===== config.mk =====
export PLATFORM = sky130hd
export DESIGN_NAME = mmio_test_top
export DESIGN_NICKNAME = d
export VERILOG_FILES = /design/src/rtl/mmio_test_pkg.sv /design/src/rtl/afu_info_pkg.sv /design/src/rtl/mmio_ifs.sv /design/src/rtl/mmio_write_port.sv /design/src/rtl/mmio_csr_read.sv /design/src/rtl/mmio_test_top.sv
export SDC_FILE = /design/constraint.sdc
export NUM_CORES = 2
export LEC_CHECK = 0
export BUFFER_PORTS_ARGS = -buffer_cell sky130_fd_sc_hd__buf_4
export CORE_MARGIN = 10
export CORE_UTILIZATION = 30
export CTS_BUF_LIST = sky130_fd_sc_hd__clkbuf_8
export DETAILED_ROUTE_END_ITERATION = 10
export PLACE_DENSITY_LB_ADDON = 0.15
export SYNTH_ARGS = -nofsm -noshare
export SYNTH_HDL_FRONTEND = slang
export SYNTH_SLANG_ARGS = --single-unit

===== constraint.sdc =====
create_clock -name clk -period 2.7 [get_ports clk]
set_input_delay 0.135 -clock clk [delete_from_list [all_inputs] [get_ports clk]]
set_output_delay 0.135 -clock clk [all_outputs]
set_load 0.005 [all_outputs]

===== src/rtl/mmio_test_pkg.sv =====
package mmio_test_pkg;

    // One 64-bit MMIO register word
    typedef logic [63:0] t_mmio_value;

    // The 512-bit port records eight register words, lane 0 in the low bits
    typedef t_mmio_value [7:0] t_mmio_line;

    // Register index, counted in 64-bit words of the MMIO space
    typedef logic [11:0] t_csr_idx;

    // ====================
    // Register map
    // ====================

    // Header group, reduced together in the first read stage
    localparam t_csr_idx CSR_DFH        = 12'h000;
    localparam t_csr_idx CSR_ID_L       = 12'h001;
    localparam t_csr_idx CSR_ID_H       = 12'h002;
    localparam t_csr_idx CSR_REQ_ADDR   = 12'h008;

    localparam t_csr_idx CSR_STATUS     = 12'h010;

    // Recorded state of the 64-bit port
    localparam t_csr_idx CSR_WR64_DATA  = 12'h020;
    localparam t_csr_idx CSR_WR64_ADDR  = 12'h030;
    localparam t_csr_idx CSR_WR64_MASK  = 12'h031;

    // Recorded state of the 512-bit port, data spans 0x40 to 0x47
    localparam t_csr_idx CSR_WR512_DATA = 12'h040;
    localparam t_csr_idx CSR_WR512_ADDR = 12'h050;
    localparam t_csr_idx CSR_WR512_MASK = 12'h051;

    // Addresses count bus words, so the first enabled byte gives the byte offset
    // An empty mask returns the mask width
    function automatic int first_byte_idx(input logic [63:0] mask, input int width);
        int idx;

        idx = width;
        // Scan from the top so the lowest set bit is the one that remains
        for (int i = width - 1; i >= 0; i--)
        begin
            if (mask[i])
            begin
                idx = i;
            end
        end
        return idx;
    endfunction

endpackage


===== src/rtl/afu_info_pkg.sv =====
package afu_info_pkg;

    // Accelerator identifier reported at registers 0x1 and 0x2
    localparam logic [127:0] AFU_ID = 128'h7d3a_41c2_9e58_4b16_a0f4_c35e_2b81_d96f;

    // ====================
    // Feature header
    // ====================

    // Feature type code for an AFU entry
    localparam logic [3:0] DFH_TYPE_AFU = 4'h1;

    // The block is the only entry, so the end of list bit is set
    localparam logic DFH_EOL = 1'b1;

    // Type in bits 63:60, end of list in bit 40, everything else zero
    localparam logic [63:0] DFH_VALUE = {
        DFH_TYPE_AFU,
        19'h0,
        DFH_EOL,
        40'h0
    };

    // Interface type code in the status word, zero for Avalon-style ports
    localparam logic [3:0] IFC_TYPE = 4'h0;

endpackage


===== src/rtl/mmio_ifs.sv =====
// ====================
// Memory-mapped slave bus
// ====================

// Address counts words of DATA_W bits and byteenable selects the bytes
// A request is taken in a cycle with read or write high and waitrequest low
interface avmm_if #(
    parameter int ADDR_W = 16,
    parameter int DATA_W = 64
) ();

    logic [ADDR_W-1:0]   address;
    logic                read;
    logic                write;
    logic [DATA_W-1:0]   writedata;
    logic [DATA_W/8-1:0] byteenable;
    logic                waitrequest;
    logic [DATA_W-1:0]   readdata;
    logic                readdatavalid;

    // Host side, as seen from the top-level mapping
    modport host (
        output address, read, write, writedata, byteenable,
        input  waitrequest, readdata, readdatavalid
    );

    // The write port owns waitrequest and watches the write requests
    modport wport (
        input  address, write, writedata, byteenable,
        output waitrequest
    );

    // The read module answers reads on the same bus
    modport rport (
        input  address, read, byteenable, waitrequest,
        output readdata, readdatavalid
    );

endinterface

// ====================
// Recorded write state
// ====================

// Last accepted write of one port, held until the next one replaces it
interface wr_capture_if #(
    parameter type t_data = logic [63:0],
    parameter int  MASK_W = 8,
    parameter int  ADDR_W = 16
) ();

    t_data                       data;
    logic [MASK_W-1:0]           mask;
    logic [ADDR_W-1:0]           addr;
    // Byte offset of the first enabled byte inside the bus word
    logic [$clog2(MASK_W)-1:0]   byte_idx;

    modport src (output data, mask, addr, byte_idx);
    modport dst (input  data, mask, addr, byte_idx);

endinterface


===== src/rtl/mmio_write_port.sv =====
// Stalls the host with a rotating waitrequest pattern and records every
// write that gets through, one instance per port width
module mmio_write_port #(
    parameter type t_data     = logic [63:0],
    parameter int  MASK_W     = 8,
    parameter int  ADDR_W     = 16,
    parameter int  WAIT_PHASE = 0,
    parameter bit  RESET_ONES = 1'b0
) (
    input  logic          clk,
    input  logic          reset_n,
    avmm_if.wport         bus,
    wr_capture_if.src     rec
);

    localparam int IDX_W = $clog2(MASK_W);

    // ====================
    // Waitrequest pattern
    // ====================

    // A single zero circulates through the ring, so the port accepts
    // in one cycle out of sixteen
    logic [15:0] wait_ring;

    always_ff @(posedge clk)
    begin
        if (!reset_n)
        begin
            wait_ring <= {~15'b0, 1'b0};
        end
        else
        begin
            wait_ring <= {wait_ring[14:0], wait_ring[15]};
        end
    end

    // The phase picks which cycle of the sixteen belongs to this port
    assign bus.waitrequest = wait_ring[WAIT_PHASE];

    // ====================
    // Write recorder
    // ====================

    logic wr_accept;

    assign wr_accept = bus.write && !bus.waitrequest;

    // The record changes on the same edge that takes the write
    always_ff @(posedge clk)
    begin
        if (!reset_n)
        begin
            // Wide port comes up all ones and the narrow one all zeros
            rec.data     <= t_data'({$bits(t_data){RESET_ONES}});
            rec.mask     <= {MASK_W{RESET_ONES}};
            rec.addr     <= {ADDR_W{RESET_ONES}};
            rec.byte_idx <= {IDX_W{RESET_ONES}};
        end
        else if (wr_accept)
        begin
            rec.data     <= t_data'(bus.writedata);
            rec.mask     <= bus.byteenable;
            rec.addr     <= bus.address;
            rec.byte_idx <= IDX_W'(mmio_test_pkg::first_byte_idx(64'(bus.byteenable), MASK_W));
        end
    end

endmodule


===== src/rtl/mmio_csr_read.sv =====
// Answers reads on the 64-bit port from a fixed register map
// Stage one registers the request and narrows the wide groups,
// stage two selects the word by index and raises readdatavalid
module mmio_csr_read #(
    parameter int          ADDR_W        = 16,
    parameter logic [15:0] PCLK_FREQ_MHZ = 16'd250
) (
    input  logic          clk,
    input  logic          reset_n,
    avmm_if.rport         bus,
    wr_capture_if.dst     rec64,
    wr_capture_if.dst     rec512
);

    // ====================
    // Stage one
    // ====================

    logic                      read_req_q;
    mmio_test_pkg::t_csr_idx   read_idx_q;

    // A read is taken when the host asks and the port is not stalling
    always_ff @(posedge clk)
    begin
        if (!reset_n)
        begin
            read_req_q <= 1'b0;
        end
        else
        begin
            read_req_q <= bus.read && !bus.waitrequest;
        end
    end

    // The index only matters in the cycle after a taken read
    always_ff @(posedge clk)
    begin
        read_idx_q <= mmio_test_pkg::t_csr_idx'(bus.address);
    end

    // Byte address of the request, word address times eight plus the
    // offset of the first enabled byte
    logic [2:0]        req_byte_off;
    logic [ADDR_W+2:0] req_byte_addr_full;
    logic [31:0]       req_byte_addr;

    assign req_byte_off = 3'(mmio_test_pkg::first_byte_idx(64'(bus.byteenable), 8));
    assign req_byte_addr_full = {bus.address, req_byte_off};
    assign req_byte_addr = 32'(req_byte_addr_full);

    // Header group, decoded on the low index bits only
    mmio_test_pkg::t_mmio_value hdr_q;

    always_ff @(posedge clk)
    begin
        case (bus.address[3:0])
            mmio_test_pkg::CSR_DFH[3:0]:
                hdr_q <= afu_info_pkg::DFH_VALUE;
            mmio_test_pkg::CSR_ID_L[3:0]:
                hdr_q <= afu_info_pkg::AFU_ID[63:0];
            mmio_test_pkg::CSR_ID_H[3:0]:
                hdr_q <= afu_info_pkg::AFU_ID[127:64];
            // Replicated so a 32-bit read of either half sees it
            mmio_test_pkg::CSR_REQ_ADDR[3:0]:
                hdr_q <= {req_byte_addr, req_byte_addr};
            default:
                hdr_q <= '0;
        endcase
    end

    // One lane of the wide record, chosen by the low address bits
    // It is sampled here, so a wide write on the same edge is not seen
    mmio_test_pkg::t_mmio_value lane_q;

    always_ff @(posedge clk)
    begin
        lane_q <= rec512.data[bus.address[2:0]];
    end

    // ====================
    // Stage two
    // ====================

    // Status word: clock frequency in MHz over the interface type code
    mmio_test_pkg::t_mmio_value status_word;

    assign status_word = {32'h0, PCLK_FREQ_MHZ, 12'h0, afu_info_pkg::IFC_TYPE};

    mmio_test_pkg::t_mmio_value rd_value;

    always_comb
    begin
        rd_value = '0;
        if (read_idx_q[11:4] == mmio_test_pkg::CSR_DFH[11:4])
        begin
            rd_value = hdr_q;
        end
        else if (read_idx_q[11:3] == mmio_test_pkg::CSR_WR512_DATA[11:3])
        begin
            rd_value = lane_q;
        end
        else
        begin
            case (read_idx_q)
                mmio_test_pkg::CSR_STATUS:     rd_value = status_word;
                mmio_test_pkg::CSR_WR64_DATA:  rd_value = rec64.data;
                // Word address with the byte offset packed below it
                mmio_test_pkg::CSR_WR64_ADDR:  rd_value = 64'({rec64.addr, rec64.byte_idx});
                mmio_test_pkg::CSR_WR64_MASK:  rd_value = 64'(rec64.mask);
                mmio_test_pkg::CSR_WR512_ADDR: rd_value = 64'({rec512.addr, rec512.byte_idx});
                mmio_test_pkg::CSR_WR512_MASK: rd_value = 64'(rec512.mask);
                default:                       rd_value = '0;
            endcase
        end
    end

    // Data lands two cycles after the read is taken
    always_ff @(posedge clk)
    begin
        bus.readdata <= rd_value;
    end

    always_ff @(posedge clk)
    begin
        if (!reset_n)
        begin
            bus.readdatavalid <= 1'b0;
        end
        else
        begin
            bus.readdatavalid <= read_req_q;
        end
    end

endmodule


===== src/rtl/mmio_test_top.sv =====
// MMIO test block with a 64-bit read/write port and a 512-bit write-only port
module mmio_test_top #(
    parameter int          ADDR_W        = 16,
    parameter logic [15:0] PCLK_FREQ_MHZ = 16'd250
) (
    input  logic                        clk,
    input  logic                        reset_n,

    // 64-bit port
    input  logic [ADDR_W-1:0]           mmio64_address,
    input  logic                        mmio64_read,
    input  logic                        mmio64_write,
    input  mmio_test_pkg::t_mmio_value  mmio64_writedata,
    input  logic [7:0]                  mmio64_byteenable,
    output logic                        mmio64_waitrequest,
    output mmio_test_pkg::t_mmio_value  mmio64_readdata,
    output logic                        mmio64_readdatavalid,

    // 512-bit port, addressed in 64-byte words
    input  logic [ADDR_W-4:0]           mmio512_address,
    input  logic                        mmio512_write,
    input  logic [511:0]                mmio512_writedata,
    input  logic [63:0]                 mmio512_byteenable,
    output logic                        mmio512_waitrequest
);

    localparam int ADDR512_W = ADDR_W - 3;

    // ====================
    // Bus mapping
    // ====================

    avmm_if #(.ADDR_W(ADDR_W), .DATA_W(64)) mmio64_bus ();
    avmm_if #(.ADDR_W(ADDR512_W), .DATA_W(512)) mmio512_bus ();

    assign mmio64_bus.address    = mmio64_address;
    assign mmio64_bus.read       = mmio64_read;
    assign mmio64_bus.write      = mmio64_write;
    assign mmio64_bus.writedata  = mmio64_writedata;
    assign mmio64_bus.byteenable = mmio64_byteenable;
    assign mmio64_waitrequest    = mmio64_bus.waitrequest;
    assign mmio64_readdata       = mmio64_bus.readdata;
    assign mmio64_readdatavalid  = mmio64_bus.readdatavalid;

    assign mmio512_bus.address    = mmio512_address;
    assign mmio512_bus.write      = mmio512_write;
    assign mmio512_bus.writedata  = mmio512_writedata;
    assign mmio512_bus.byteenable = mmio512_byteenable;
    assign mmio512_waitrequest    = mmio512_bus.waitrequest;

    // ====================
    // Instances
    // ====================

    wr_capture_if #(
        .t_data (mmio_test_pkg::t_mmio_value),
        .MASK_W (8),
        .ADDR_W (ADDR_W)
    ) rec64 ();

    wr_capture_if #(
        .t_data (mmio_test_pkg::t_mmio_line),
        .MASK_W (64),
        .ADDR_W (ADDR512_W)
    ) rec512 ();

    // Phases 0 and 8 put the two ports' accept cycles half a ring apart
    mmio_write_port #(
        .t_data     (mmio_test_pkg::t_mmio_value),
        .MASK_W     (8),
        .ADDR_W     (ADDR_W),
        .WAIT_PHASE (0),
        .RESET_ONES (1'b0)
    ) i_wport64 (
        .clk     (clk),
        .reset_n (reset_n),
        .bus     (mmio64_bus),
        .rec     (rec64)
    );

    mmio_write_port #(
        .t_data     (mmio_test_pkg::t_mmio_line),
        .MASK_W     (64),
        .ADDR_W     (ADDR512_W),
        .WAIT_PHASE (8),
        .RESET_ONES (1'b1)
    ) i_wport512 (
        .clk     (clk),
        .reset_n (reset_n),
        .bus     (mmio512_bus),
        .rec     (rec512)
    );

    mmio_csr_read #(
        .ADDR_W        (ADDR_W),
        .PCLK_FREQ_MHZ (PCLK_FREQ_MHZ)
    ) i_csr_read (
        .clk     (clk),
        .reset_n (reset_n),
        .bus     (mmio64_bus),
        .rec64   (rec64),
        .rec512  (rec512)
    );

endmodule


==> results.py, run 1 <==
metrics = {
    "logic_synthesis": {
        "synth_seq_cells": 896,
        "synth_cells": 3955,
        "ys_warn_count": 0,
        "ys_seq_area_share_pct": 51.8,
        "syn_area_mm2": 0.0346,
        "synth_ff_type": "dfxtp_1",
        "synth_nets": 4637,
        "synthArstFlopShare_pct": 0,
        "synth-edff-count": 0,
        "synth_area_per_cell_um2": 8.76,
        "synth.distinct_cells": 58,
    },
    "placed_design": {
        "io_buffer_count": 748,
        "hpwl_um": 115000,
        "place_area_mm2": 0.0421,
        "dp_slack_ns": 0.416,
        "routabilityCongestion": 0.867,
    },
    "die": {
        "pin_count": 749,
        "dieHeight_um": 360,
        "start_util_pct": 30.2,
        "chipWidth_um": 360,
        "num_rows": 124,
    },
    "run_status": {
        "stop_stage": "clock tree synthesis (4_1_cts)",
        "status": "aborted with a tool error",
        "error_line": "[ERROR RSZ-0060] Max buffer count reached.",
    },
    "clock_network": {
        "cts_resized": 0,
        "cts_setup_buffers": 0,
        "htreeDepth": 4,
        "clkSinkCount": 896,
        "cts_hold_buf": 1259,
        "cts_buffers": 162,
        "cts_buffer_depth": 3,
        "cts_root_buf": "clkbuf_8",
    },
}
==> logic make-up after synthesis <==
family | synth area share [%]
buffers and inverters | 3.68
flip-flops | 51.8
AND/OR/NAND/NOR | 27.4
AO/OA/AOI/OAI | 5.66
multiplexers | 11.4
other | 0.0108
==> synthesized netlist by cell type, types with 21 or more instances <==
cell type	count	area share, %
o211ai_1	23	0.50
dfxtp_1	896	52
nand2b_1	37	0.67
a21boi_0	92	2.0
buf_1	24	0.26
a221oi_1	46	1.2
nor2_1	79	0.86
clkbuf_1	250	2.7
mux2_2	76	2.5
inv_1	26	0.28
nand2_1	1450	16
nand3_1	583	8.4
buf_2	24	0.35
mux4_2	128	8.3
mux2i_1	21	0.61
a21oi_1	49	0.71
==> stage by stage <==
step | cells | hold slack [ns]
after floorplan | 3955 | 0.163
after global placement | 6007 | 0.284
after detailed placement | 6007 | 0.279
==> run 2: changes to the inputs <==
--- a/config.mk
+++ b/config.mk
@@ -7,8 +7,7 @@
 export LEC_CHECK = 0
 export BUFFER_PORTS_ARGS = -buffer_cell sky130_fd_sc_hd__buf_4
 export CORE_MARGIN = 10
-export CORE_UTILIZATION = 30
-export CTS_BUF_LIST = sky130_fd_sc_hd__clkbuf_8
+export CORE_UTILIZATION = 20
 export DETAILED_ROUTE_END_ITERATION = 10
 export PLACE_DENSITY_LB_ADDON = 0.15
 export SYNTH_ARGS = -nofsm -noshare
==> run 2 against run 1 <==
The flow now finishes without violations. Synthesized area stayed put. Synthesized cell count stayed put.
==> results.py, run 2 <==
metrics = {
    "worst_setup_path": {
        "cp_common_cell": "dlygate4sd3_1",
        "path_max_fanout": 22,
        "start_kind": "flip-flop",
        "critPathKind": "reg -> reg",
        "slowest_delay_ns": 0.60,
        "reg2reg_to": "i_wport512.rec.byte_idx[1]$_SDFFE_PN1P_",
        "end_kind": "flip-flop",
        "path_delay_family": "buffers and inverters",
        "crit_buf_inv": 2,
        "path_cells": "nand2b_4 > o41ai_1 > dlygate4sd3_1 > nand2_1 > dlygate4sd3_1 > nor2_1",
        "cp_slowest_cell": "dlygate4sd3_1",
        "arrival_ns": 3.13,
        "critPathRequiredTime_ns": 3.37,
        "rr_worst_depth": 6,
        "r2r_slack_ns": 0.24,
        "r2r_start": "i_wport512.wait_ring[8]$_SDFF_PN1_",
    },
    "power_and_ir_drop": {
        "combPwrFrac_pct": 8.9,
        "seq_power_share_pct": 43.6,
        "p_sw_share_pct": 23.8,
        "vdd_drop_max_v": 0.000469,
        "p_per_area_mw_per_mm2": 568,
        "p_int_uw": 23500,
        "clockPowerShare_pct": 47.6,
        "leakagePower_uw": 0.0236,
        "power_switching_uw": 7340,
    },
    "clock_network": {
        "cts_tree": "done",
        "cts_setup_buffers": 0,
        "path_clk_slew_ns": 0.06,
        "clock_latency_ns": 0.73,
        "cts_buffers": 110,
        "htreeDepth": 3,
        "cts_buffer_depth": 3,
        "cts_root_buf": "clkbuf_16",
        "clkSinkCount": 896,
    },
    "timing": {
        "timing.fmax_ghz": 0.407,
        "rsz0062_at_grt": "no",
        "hold_violations": 0,
        "tightest_slew_ns": 0.897,
        "fin_crit_ns": 2.46,
        "fin_skew_ns": 0.0342,
        "max_slew_margin_pct": 40.2,
        "tns_ns": 0,
        "drv_slew": 0,
        "setup_viol": 0,
        "fin_crit_sh_pct": 91.1,
    },
    "route": {
        "vias_per_cell": 4.32,
        "drt_iter0_drc": 2083,
        "avgRoutedWirePerCell_um": 22.1,
        "drt_drc_violations_left": 0,
        "finalWirelength_um": 172000,
        "first_pass_iters": 5,
        "ant_nets": 0,
        "num_vias": 33604,
    },
    "global_route": {
        "grt_pass1_vias": 35277,
        "grt_pass1_wl_um": 247000,
        "grtUsageTotal_pct": 17.4,
        "antenna_found_initial": 45,
        "grt_overflow_total": 0,
        "grt_start_max_net_pins": 137,
    },
    "final_layout": {
        "final_cell_mix": "1,450 x nand2_1, 896 x dfxtp_1, 811 x buf_4",
        "synthToLayoutAreaGrowth_pct": 56.8,
        "num-fill-cells": 18194,
        "final_cell_count_no_fill": 7780,
        "largest_reg_flops": 512,
        "mostFrequentLayoutCell": "nand2_1",
        "layout-drive-gt1-share_pct": 22.6,
        "num-nets-final": 6047,
        "top_register": "i_wport512.rec.data",
    },
    "logic_synthesis": {
        "synth.distinct_cells": 58,
        "synth_common_cells": "1,450 x nand2_1, 896 x dfxtp_1, 583 x nand3_1, 250 x clkbuf_1, 128 x mux4_2",
        "synth_area_per_cell_um2": 8.76,
        "syn_area_mm2": 0.0346,
        "synth_ff_type": "dfxtp_1",
        "ys_warn_count": 0,
        "synth_cells": 3955,
        "synth_nets": 4637,
        "synth-edff-count": 0,
        "yosysMostFrequentCell": "nand2_1",
        "yosysTopAreaCell": "dfxtp_1",
        "synthArstFlopShare_pct": 0,
        "synth_area_leaders": "dfxtp_1 52%, nand2_1 16%, nand3_1 8.4%, mux4_2 8.3%, clkbuf_1 2.7%",
        "synth_seq_cells": 896,
        "ys_seq_area_share_pct": 51.8,
        "synth_top_area_share_pct": 51.8,
    },
    "die": {
        "num_rows": 152,
        "die_area_mm2": 0.190,
        "start_util_pct": 20.1,
        "chipWidth_um": 436,
        "dieHeight_um": 436,
        "pin_count": 749,
        "core_area_mm2": 0.172,
    },
    "min_path": {
        "min_path_cells": 3,
        "hold_class": "in -> reg",
        "whs_endpoint": "i_wport512.rec.mask[1]$_SDFFE_PN1P_",
        "hp-start": "mmio512_write",
    },
    "placed_design": {
        "io_buffer_count": 748,
        "routabilityCongestion": 0.850,
        "numPlacedInstances": 6809,
        "hpwl_um": 129000,
    },
    "flow_run": {
        "cap_violations": 0,
    },
    "run_status": {
        "status": "finished clean",
    },
}
==> run 2: repair_timing <==
item | CTS | global route
gates resized for setup | 0 | 1
endpoints found under the hold margin | 746 | 0
hold buffers | 754 | 0
endpoints found under the setup margin | 0 | 1
==> run 2: per-layer routing <==
layer  share of wire [%]  wire length [um]  global-route usage [%]  vias up
met1                  42             73100                    21.8    16163
met5               0.046                80                       0        -
li1                    -                 -                       -    16216
met2                  48             83400                    29.5      929
met4                 4.1              7060                    7.26       14
met3                 5.0              8590                    2.94      282
==> run 2: logic make-up (layout without fill, tap and decap cells) <==
| family | count (synthesis) | in the layout | share of synthesized area, % |
|---|---|---|---|
| AND/OR/NAND/NOR | 2237 | 2237 | 27.4 |
| AO/OA/AOI/OAI | 268 | 268 | 5.66 |
| other | 1 | 24 | 0.0108 |
| buffers and inverters | 328 | 1820 | 3.68 |
| multiplexers | 225 | 225 | 11.4 |
| flip-flops | 896 | 896 | 51.8 |
==> run 2: per-stage QoR <==
stage / instance area, um2 / total power, uW / setup WS (ns) / utilization (%) / hold WS [ns]
floorplan: 34600 / 14300 / 0.815 / - / 0.163
global placement: 43200 / 15600 / 0.476 / 25.1 / 0.297
detailed placement: 43200 / 15600 / 0.466 / 25.1 / 0.291
CTS: 54200 / 31400 / 0.172 / 31.6 / 0.0000128
global route: 54300 / 32000 / 0.114 / 31.6 / 0.0547
finish: 54300 / 30800 / 0.241 / 31.6 / 0.0493
==> run 2: power groups by stage <==
stage | registers [uW] | clock network, uW | logic, uW
2_1_floorplan | 13700 | 0 | 584
3_3_place_gp | 13700 | 0 | 1860
4_1_cts | 13400 | 15200 | 2780
6_report | 13400 | 14700 | 2740
5_1_grt | 13400 | 15700 | 2910
3_5_place_dp | 13700 | 0 | 1870
==> run 2: worst max-delay path by stage <==
stage,end,startpoint,cells after the start
detailed placement,i_csr_read.bus.readdata[17]$_DFF_P_,i_csr_read.read_idx_q[9]$_DFF_P_,7
floorplan,i_csr_read.bus.readdata[50]$_DFF_P_,i_csr_read.read_idx_q[9]$_DFF_P_,7
global placement,i_wport512.rec.byte_idx[1]$_SDFFE_PN1P_,mmio512_byteenable[46],8
CTS,i_wport512.rec.byte_idx[1]$_SDFFE_PN1P_,i_wport512.wait_ring[8]$_SDFF_PN1_,7
finish,i_wport512.rec.byte_idx[1]$_SDFFE_PN1P_,i_wport512.wait_ring[8]$_SDFF_PN1_,6
global route,i_wport512.rec.byte_idx[1]$_SDFFE_PN1P_,i_wport512.wait_ring[8]$_SDFF_PN1_,7
==> run 2: cell type report <==
type	instances	area, um2	share of cell area [%]
Tap cell	2310	2890	5.32
Antenna cell	23	57.6	0.106
Timing Repair Buffer	1600	14300	26.4
Sequential cell	896	17900	33.0
Inverter	26	97.6	0.180
Multi-Input combinational cell	2731	15500	28.5
Clock inverter	28	343	0.631
Clock buffer	166	3200	5.90
==> run 2: worst min-delay path, cell delays in order <==
cell      delay, ns
buf_4          0.12
nand2b_4       0.24
o211ai_1       0.24
No activity file was read; power rests on OpenSTA's default activity.
